[config.mk]
export PLATFORM = sky130hd
export DESIGN_NAME = alarmClockTop
export DESIGN_NICKNAME = d
export VERILOG_FILES = /design/src/rtl/alarmClockPkg.sv /design/src/rtl/tickGenerator.sv /design/src/rtl/timeCounter.sv /design/src/rtl/alarmSetter.sv /design/src/rtl/alarmController.sv /design/src/rtl/displayScanner.sv /design/src/rtl/alarmClockTop.sv
export SDC_FILE = /design/constraint.sdc
export NUM_CORES = 1
export LEC_CHECK = 0
export BUFFER_PORTS_ARGS = -buffer_cell sky130_fd_sc_hd__buf_2
export CORE_AREA = 2 2 88 111
export DETAILED_ROUTE_END_ITERATION = 10
export DIE_AREA = 0 0 90 113
export PLACE_DENSITY = 0.83
export REMOVE_ABC_BUFFERS = 1
export SETUP_SLACK_MARGIN = 0.5
export SYNTH_ARGS = -nofsm -noshare
export SYNTH_HDL_FRONTEND = slang
export SYNTH_SLANG_ARGS = --single-unit
[constraint.sdc]
create_clock -name clk -period 5 [get_ports clk]
set_input_delay 0.25 -clock clk [delete_from_list [all_inputs] [get_ports clk]]
set_output_delay 0.25 -clock clk [all_outputs]
set_load 0.05 [all_outputs]
[src/rtl/alarmClockPkg.sv]
`default_nettype none

package alarmClockPkg;

    typedef logic [3:0] bcdDigit_t;  // One decimal digit

    // Most significant digit first, so secOnes sits in bits 3:0
    typedef struct packed {
        bcdDigit_t minTens;
        bcdDigit_t minOnes;
        bcdDigit_t secTens;
        bcdDigit_t secOnes;
    } clockTime_t;

    // Digit view for the display, flat view for the alarm compare
    typedef union packed {
        clockTime_t  digits;
        logic [15:0] flat;
    } clockTime_u;

    // Laid out in board order, SW15 on the left
    typedef struct packed {
        bcdDigit_t  digitValue;   // SW15..SW12
        logic [3:0] saveDigit;    // SW11..SW8, bit 0 is secOnes
        logic       spare;        // SW7
        logic [3:0] liveDigit;    // SW6..SW3, bit 0 is secOnes
        logic       showAlarm;    // SW2
        logic       alarmEnable;  // SW1
        logic       clockRun;     // SW0, low holds 00:00
    } switches_t;

    // All fields active low
    typedef struct packed {
        logic [7:0] anodes;
        logic       dp;
        logic [6:0] segments;  // a in bit 6, g in bit 0
    } segDrive_t;

    // Active low patterns, abcdefg
    localparam logic [6:0] SEG_PATTERNS [0:9] = '{
        7'b0000001,  // 0
        7'b1001111,  // 1
        7'b0010010,  // 2
        7'b0000110,  // 3
        7'b1001100,  // 4
        7'b0100100,  // 5
        7'b0100000,  // 6
        7'b0001111,  // 7
        7'b0000000,  // 8
        7'b0000100   // 9
    };

    localparam int DIGIT_COUNT   = 4;
    localparam int ALARM_SECONDS = 10;  // Alarm window length in seconds

    // Board defaults for a 100 MHz clock
    localparam int DEFAULT_CLKS_PER_SECOND  = 100_000_000;
    localparam int DEFAULT_CLKS_PER_REFRESH = 125_000;      // 800 Hz scan, 200 Hz per digit
    localparam int DEFAULT_TONE_HALF_PERIOD = 113_636;      // About 440 Hz

endpackage

`default_nettype wire

[src/rtl/tickGenerator.sv]
`timescale 1ns/1ps
`default_nettype none

module tickGenerator #(
    parameter int clksPerSecond  = 100_000_000,
    parameter int clksPerRefresh = 125_000
) (
    input  logic clk,
    input  logic reset,
    output logic secondTick,
    output logic refreshTick
);

    // Extra bit of width keeps a divide by one legal
    logic [$clog2(clksPerSecond + 1)-1:0]  secCount;
    logic [$clog2(clksPerRefresh + 1)-1:0] refreshCount;

    // Tick lands on the edge after the count hits N-1
    always_ff @(posedge clk) begin
        if (!reset) begin
            secCount   <= '0;
            secondTick <= 1'b0;
        end else if (secCount == clksPerSecond - 1) begin
            secCount   <= '0;
            secondTick <= 1'b1;
        end else begin
            secCount   <= secCount + 1'b1;
            secondTick <= 1'b0;
        end
    end

    always_ff @(posedge clk) begin
        if (!reset) begin
            refreshCount <= '0;
            refreshTick  <= 1'b0;
        end else if (refreshCount == clksPerRefresh - 1) begin
            refreshCount <= '0;
            refreshTick  <= 1'b1;
        end else begin
            refreshCount <= refreshCount + 1'b1;
            refreshTick  <= 1'b0;
        end
    end

    // One cycle pulse, never back to back unless dividing by one
    secondTickSingle: assert property (@(posedge clk) disable iff (!reset)
        (clksPerSecond > 1 && secondTick) |=> !secondTick);

endmodule

`default_nettype wire

[src/rtl/timeCounter.sv]
`timescale 1ns/1ps
`default_nettype none

module timeCounter (
    input  logic                      clk,
    input  logic                      reset,
    input  logic                      secondTick,
    input  logic                      clockRun,
    output alarmClockPkg::clockTime_t currentTime
);

    // Cascaded BCD, every carry resolves within the same tick
    always_ff @(posedge clk) begin
        if (!reset) begin
            currentTime <= '0;
        end else if (!clockRun) begin
            currentTime <= '0;  // Run switch off holds 00:00
        end else if (secondTick) begin
            if (currentTime.secOnes == 4'd9) begin
                currentTime.secOnes <= 4'd0;
                if (currentTime.secTens == 4'd5) begin
                    currentTime.secTens <= 4'd0;
                    // Minute boundary
                    if (currentTime.minOnes == 4'd9) begin
                        currentTime.minOnes <= 4'd0;
                        if (currentTime.minTens == 4'd5) begin
                            currentTime.minTens <= 4'd0;  // 59:59 wraps to 00:00
                        end else begin
                            currentTime.minTens <= currentTime.minTens + 4'd1;
                        end
                    end else begin
                        currentTime.minOnes <= currentTime.minOnes + 4'd1;
                    end
                end else begin
                    currentTime.secTens <= currentTime.secTens + 4'd1;
                end
            end else begin
                currentTime.secOnes <= currentTime.secOnes + 4'd1;
            end
        end
    end

    // Tens digits never pass 5, ones never pass 9
    digitsInRange: assert property (@(posedge clk) disable iff (!reset)
        currentTime.secOnes <= 4'd9 && currentTime.secTens <= 4'd5 &&
        currentTime.minOnes <= 4'd9 && currentTime.minTens <= 4'd5);

endmodule

`default_nettype wire

[src/rtl/alarmSetter.sv]
`timescale 1ns/1ps
`default_nettype none

module alarmSetter (
    input  logic                      clk,
    input  logic                      reset,
    input  logic [3:0]                saveDigit,
    input  alarmClockPkg::bcdDigit_t  digitValue,
    output alarmClockPkg::clockTime_t savedAlarm
);

    logic [3:0] savePrev;  // Save switches as of last cycle
    logic [3:0] saveRise;

    // Cleared at reset so a switch already up counts as a press
    assign saveRise = saveDigit & ~savePrev;

    always_ff @(posedge clk) begin
        if (!reset) begin
            savePrev <= '0;
        end else begin
            savePrev <= saveDigit;
        end
    end

    // Bit i of saveDigit owns digit i with secOnes first
    always_ff @(posedge clk) begin
        if (!reset) begin
            savedAlarm <= '0;  // Alarm starts at 00:00
        end else begin
            for (int i = 0; i < 4; i++) begin
                if (saveRise[i]) begin
                    savedAlarm[i*4 +: 4] <= digitValue;  // Several may load at once
                end
            end
        end
    end

endmodule

`default_nettype wire

[src/rtl/alarmController.sv]
`timescale 1ns/1ps
`default_nettype none

module alarmController #(
    parameter int toneHalfPeriod = 113_636
) (
    input  logic                      clk,
    input  logic                      reset,
    input  logic                      secondTick,
    input  logic                      alarmEnable,
    input  alarmClockPkg::clockTime_t currentTime,
    input  alarmClockPkg::clockTime_t savedAlarm,
    output logic                      alarmLed,
    output logic                      alarmActive,
    output logic                      beep
);

    alarmClockPkg::clockTime_u nowView;
    alarmClockPkg::clockTime_u alarmView;
    logic alarmMatch;
    logic windowClosing;
    logic [$clog2(alarmClockPkg::ALARM_SECONDS)-1:0] windowCount;  // Ticks seen so far
    logic [$clog2(toneHalfPeriod + 1)-1:0]           toneCount;

    assign nowView.digits   = currentTime;
    assign alarmView.digits = savedAlarm;
    assign alarmMatch       = alarmEnable && (nowView.flat == alarmView.flat);  // Whole word

    // Last tick of the window
    assign windowClosing = secondTick && alarmActive &&
                           (windowCount == alarmClockPkg::ALARM_SECONDS - 1);

    always_ff @(posedge clk) begin
        if (!reset) begin
            alarmLed <= 1'b0;
        end else begin
            alarmLed <= alarmEnable;
        end
    end

    // Opening tick counts as the first second
    always_ff @(posedge clk) begin
        if (!reset) begin
            alarmActive <= 1'b0;
            windowCount <= '0;
        end else if (windowClosing) begin
            alarmActive <= 1'b0;
            windowCount <= '0;
        end else if (secondTick && (alarmActive || alarmMatch)) begin
            alarmActive <= 1'b1;  // Match inside an open window changes nothing
            windowCount <= windowCount + 1'b1;
        end
    end

    // Square wave, low at the start of the window
    always_ff @(posedge clk) begin
        if (!reset || !alarmActive || windowClosing) begin
            toneCount <= '0;
            beep      <= 1'b0;  // Drops together with alarmActive
        end else if (toneCount == toneHalfPeriod - 1) begin
            toneCount <= '0;
            beep      <= ~beep;
        end else begin
            toneCount <= toneCount + 1'b1;
        end
    end

    beepOnlyInWindow: assert property (@(posedge clk) !alarmActive |-> !beep);

    // Opening tick plus nine more, then closed
    windowLength: assert property (@(posedge clk) disable iff (!reset)
        $rose(alarmActive) |->
            (alarmActive throughout secondTick [-> alarmClockPkg::ALARM_SECONDS - 1])
            ##1 !alarmActive);

endmodule

`default_nettype wire

[src/rtl/displayScanner.sv]
`timescale 1ns/1ps
`default_nettype none

module displayScanner (
    input  logic                                   clk,
    input  logic                                   reset,
    input  logic                                   refreshTick,
    input  logic                                   showAlarm,
    input  logic [alarmClockPkg::DIGIT_COUNT-1:0]  liveDigit,
    input  alarmClockPkg::bcdDigit_t               digitValue,
    input  alarmClockPkg::clockTime_t              currentTime,
    input  alarmClockPkg::clockTime_t              savedAlarm,
    output alarmClockPkg::segDrive_t               display
);

    // 0 secOnes, 1 secTens, 2 minOnes, 3 minTens
    logic [$clog2(alarmClockPkg::DIGIT_COUNT)-1:0] scanPos;
    logic [$clog2(alarmClockPkg::DIGIT_COUNT)-1:0] nextPos;

    alarmClockPkg::bcdDigit_t timeDigit;
    alarmClockPkg::bcdDigit_t alarmDigit;
    alarmClockPkg::bcdDigit_t shownDigit;
    alarmClockPkg::segDrive_t nextDrive;

    assign nextPos = scanPos + 1'b1;  // Power of two positions, wraps on its own

    // Everything is decoded for the position about to be shown
    always_comb begin
        timeDigit  = currentTime[{nextPos, 2'b00} +: 4];
        alarmDigit = savedAlarm[{nextPos, 2'b00} +: 4];
        if (liveDigit[nextPos]) begin
            alarmDigit = digitValue;  // Live switches while dialing in
        end
        shownDigit = showAlarm ? alarmDigit : timeDigit;

        if (shownDigit > 4'd9) begin
            nextDrive.segments = alarmClockPkg::SEG_PATTERNS[0];  // Out of range shows 0
        end else begin
            nextDrive.segments = alarmClockPkg::SEG_PATTERNS[shownDigit];
        end

        // Time on the right four digits, alarm on the left four
        nextDrive.anodes = ~(8'b0000_0001 << {showAlarm, nextPos});
        nextDrive.dp     = (nextPos != 2'd2);  // Point after the minutes
    end

    always_ff @(posedge clk) begin
        if (!reset) begin
            scanPos <= '1;  // Last position, first refresh lands on 0
        end else if (refreshTick) begin
            scanPos <= nextPos;
        end
    end

    // Segments, point and anode move together
    always_ff @(posedge clk) begin
        if (!reset) begin
            display <= '1;  // Blank
        end else if (refreshTick) begin
            display <= nextDrive;
        end
    end

    // Once scanning starts the display is never blank or doubled
    oneAnodeLit: assert property (@(posedge clk) disable iff (!reset)
        (refreshTick || $onehot(~display.anodes)) |=> $onehot(~display.anodes));

endmodule

`default_nettype wire

[src/rtl/alarmClockTop.sv]
`timescale 1ns/1ps
`default_nettype none

module alarmClockTop #(
    parameter int clksPerSecond  = alarmClockPkg::DEFAULT_CLKS_PER_SECOND,
    parameter int clksPerRefresh = alarmClockPkg::DEFAULT_CLKS_PER_REFRESH,
    parameter int toneHalfPeriod = alarmClockPkg::DEFAULT_TONE_HALF_PERIOD
) (
    input  logic                     clk,
    input  logic                     reset,
    input  alarmClockPkg::switches_t switches,
    output alarmClockPkg::segDrive_t display,
    output logic                     alarmLed,
    output logic                     alarmActive,
    output logic                     beep
);

    logic secondTick;   // 1 Hz enable
    logic refreshTick;  // Scan enable
    alarmClockPkg::clockTime_t currentTime;
    alarmClockPkg::clockTime_t savedAlarm;

    tickGenerator #(.clksPerSecond(clksPerSecond), .clksPerRefresh(clksPerRefresh)) u_tickGenerator (
        .clk(clk), .reset(reset), .secondTick(secondTick), .refreshTick(refreshTick));

    timeCounter u_timeCounter (
        .clk(clk), .reset(reset), .secondTick(secondTick),
        .clockRun(switches.clockRun), .currentTime(currentTime));

    alarmSetter u_alarmSetter (
        .clk(clk), .reset(reset), .saveDigit(switches.saveDigit),
        .digitValue(switches.digitValue), .savedAlarm(savedAlarm));

    alarmController #(.toneHalfPeriod(toneHalfPeriod)) u_alarmController (
        .clk(clk), .reset(reset), .secondTick(secondTick),
        .alarmEnable(switches.alarmEnable),
        .currentTime(currentTime), .savedAlarm(savedAlarm),
        .alarmLed(alarmLed), .alarmActive(alarmActive), .beep(beep));

    // Reads the live switches directly for the alarm view
    displayScanner u_displayScanner (
        .clk(clk), .reset(reset), .refreshTick(refreshTick),
        .showAlarm(switches.showAlarm), .liveDigit(switches.liveDigit),
        .digitValue(switches.digitValue),
        .currentTime(currentTime), .savedAlarm(savedAlarm),
        .display(display));

endmodule

`default_nettype wire

==> reports/summary.txt <==
Status -> finished clean
WHS -> 0.0598 ns
Post-synth top area share -> 43.0%
Final net count -> 699
Core Area -> 9080 um2
Worst-Margin Slew -> 0.885 ns
Area fraction in compound gates after synthesis -> 5.62%
Synth Register Bits -> 124
Mux share of post-synthesis cell area -> 7.75%
Max VDD drop -> 0.258 mV
Fmax -> 349 MHz
Post-Route Setup TNS -> 0 ns
Post CTS Setup Buffer Count -> 0
Post-synthesis xor/xnor area fraction -> 12.3%
Sink Count -> 124
GR Util All Layers -> 23.7%
Lkg Pwr -> 2.61 nW
Final Hold Fails -> 0
Buf+Inv Stages, Crit Path -> 2
Post-Synth Adder-Cell Area -> 3.04%
Vias in the first global route -> 4,368
Largest cells by area after synthesis -> dfxtp_1 (43%), xor2_1 (7.4%), nor2_1 (5.9%)
CP max-delay cell -> ha_1
Drt first pass iters -> 5
Synth cell types -> 44
Drt total wl -> 11.6 mm
Dpl cell area -> 5990 um2
CP delay by family, top -> adder cells
Post-synth EDFFs -> 0
Final Critical Period -> 2.87 ns
Synth Area in Simple Gates -> 24.9%
CTS H-tree lvls -> 4
Syn_area_per_cell -> 9.02 um2
Latest clock arrival within the worst-skew pair -> 0.41 ns
Die H -> 113 um
CTS tree -> built
Fin. max-slew vios -> 0
Critical Path AT -> 3.14 ns
Routed vias -> 4,478
CP Class -> reg2reg
DR iter-0 viols -> 226
Antenna violations before repair -> 0
Crit-path cells -> inv_1 > ha_1 > mux4_2 > mux2i_1 > a21o_1 > inv_1 > ha_1 > o311ai_0 > a41oi_1
Final ANT Viol Nets -> 0
Power Density -> 355 nW/um2
Multi-input combinational cell area -> 3090 um2
P&R area growth vs syn -> 14.4%
Synth Instances -> 639
Crit Path Max Fanout -> 12
DR DRC count -> 0
Commonest non-fill, non-tap cell in the layout -> dfxtp_1
Routed vias/inst -> 5.58
First-pass GRT wire length -> 19.7 mm
Total power -> 0.00234 W
Max Cap Violations -> 0
Total gr overflow -> 0
Average wire per standard cell -> 14.4 um
Seq/Total Area, Yosys -> 43.0%
CP Capture Type -> flip-flop
Path type of the worst min-delay path -> in2reg
N_diodes -> 0
Fin area -> 6600 um2
Required @ worst endpoint -> 5.27 ns
Mapped cell area -> 5770 um2
Clock root cell -> clkbuf_16
Hold_buf cts -> 0
Most frequent cells in the layout -> dfxtp_1 (124), nor2_1 (91), xor2_1 (49)
Hpwl dp -> 7.78 mm
CTS buffer count -> 17
Fraction of layout cells with a size suffix above 1 -> 11.8%
Post-CTS sizing -> 0
Register area -> 2480 um2
I/O pins -> 37
Yosys top cell by area -> dfxtp_1
Slew margin rel. -> 41.0%
Async SR Flop Fraction -> 0%
Die area -> 10,200 um2
Ys Warns -> 0
Clock Skew -> 0.00957 ns
Largest net degree at the start of global routing -> 50
Gpl congestion -> 0.855
Fillers -> 671
Port Buffers -> 35
Top FF cell, synth -> dfxtp_1
Main combinational cell family by area after synthesis -> simple AND/OR/NAND/NOR gates
RSZ-0062 raised after global routing -> no
Clk slew on worst S/H paths -> 0.06 ns
CP Launch Type -> flip-flop
Slowest Stage Delay on Critical Path -> 0.57 ns
Initial Utilization -> 63.5%
Fin crit share -> 57.3%
Die width -> 90 um
Final setup viols -> 0
CTS Buffer Depth -> 2
Std cell rows -> 39
==> layer usage <==
metal	vias up	share of wire [%]	track usage (%)
met3	29	3.6	5.33
met2	94	52	43.9
li1	2223	-	-
met5	-	0	0
met4	0	2.6	10.8
met1	2132	42	25.9
==> cell type report <==
cell class,count,share of cell area [%]
clock inverter,12,2.18
tap,123,2.33
clock buffer,20,6.92
timing repair buffer,38,3.00
multi-input combinational,467,46.8
sequential,124,37.6
inverter,19,1.08
==> power by group <==
group          total [W]  switching, W  internal (W)
sequential       0.00102     0.0000123       0.00100
clock            0.00123      0.000428      0.000805
combinational  0.0000937     0.0000548     0.0000390
==> synthesized netlist by cell type, drive strengths merged (4+ instances only) <==
master	instances
a21o	4
a21oi	10
and2	14
and3	14
buf	8
clkbuf	21
dfxtp	124
ha	14
inv	19
mux2i	24
mux4	9
nand2	48
nand2b	12
nand3	37
nand4	15
nor2	91
nor2b	25
nor3	15
nor4	9
o21ai	14
xnor2	32
xor2	49
==> kinds of logic after synthesis <==
group	after synthesis
AOI/OAI and AO/OA	48
muxes	33
xor gates and xnor gates	81
DFF	124
and+or+nand+nor	291
buffers and inverters	48
adders and majority gates	14
==> sequential cells by signal, summed over array words and instances, names as in the netlist <==
name / count
u_alarmSetter.savePrev: 4
u_tickGenerator.secondTick: 1
u_tickGenerator.secCount: 27
u_displayScanner.scanPos: 2
u_alarmController.windowCount: 4
u_timeCounter.currentTime: 16
u_alarmController.toneCount: 17
u_tickGenerator.refreshTick: 1
u_alarmController.beep: 1
u_alarmController.alarmActive: 1
u_alarmSetter.savedAlarm: 16
u_displayScanner.display: 16
u_alarmController.alarmLed: 1
u_tickGenerator.refreshCount: 17
==> path summary, 6_finish.rpt <==
kind | slack, ns | cells after the start | from | end
min | 0.06 | 2 | switches[9] | u_alarmSetter.savePrev[1]
max reg2reg | 2.13 | 9 | u_displayScanner.scanPos[1] | u_displayScanner.display[2]
min reg2reg | 0.45 | 1 | u_tickGenerator.refreshCount[0] | u_tickGenerator.refreshCount[0]
max | 2.13 | 9 | u_displayScanner.scanPos[1] | u_displayScanner.display[2]
==> worst register-to-register path, cell delays in order, from the launching register on <==
cell,delay [ns]
dfxtp_1,0.38
inv_1,0.10
ha_1,0.57
mux4_2,0.45
mux2i_1,0.18
a21o_1,0.22
inv_1,0.10
ha_1,0.24
o311ai_0,0.35
a41oi_1,0.15
==> per-stage QoR <==
| stage | cells | utilization, % | worst slack [ns] |
|---|---|---|---|
| floorplan | 610 | - | 1.96 |
| global placement | 771 | 66.0 | 2.27 |
| finish | 803 | 72.7 | 2.13 |
| global route | 803 | 72.7 | 1.98 |
| detailed placement | 771 | 66.0 | 2.20 |
| CTS | 803 | 72.7 | 2.15 |
No activity file was read; power rests on OpenSTA's default activity.
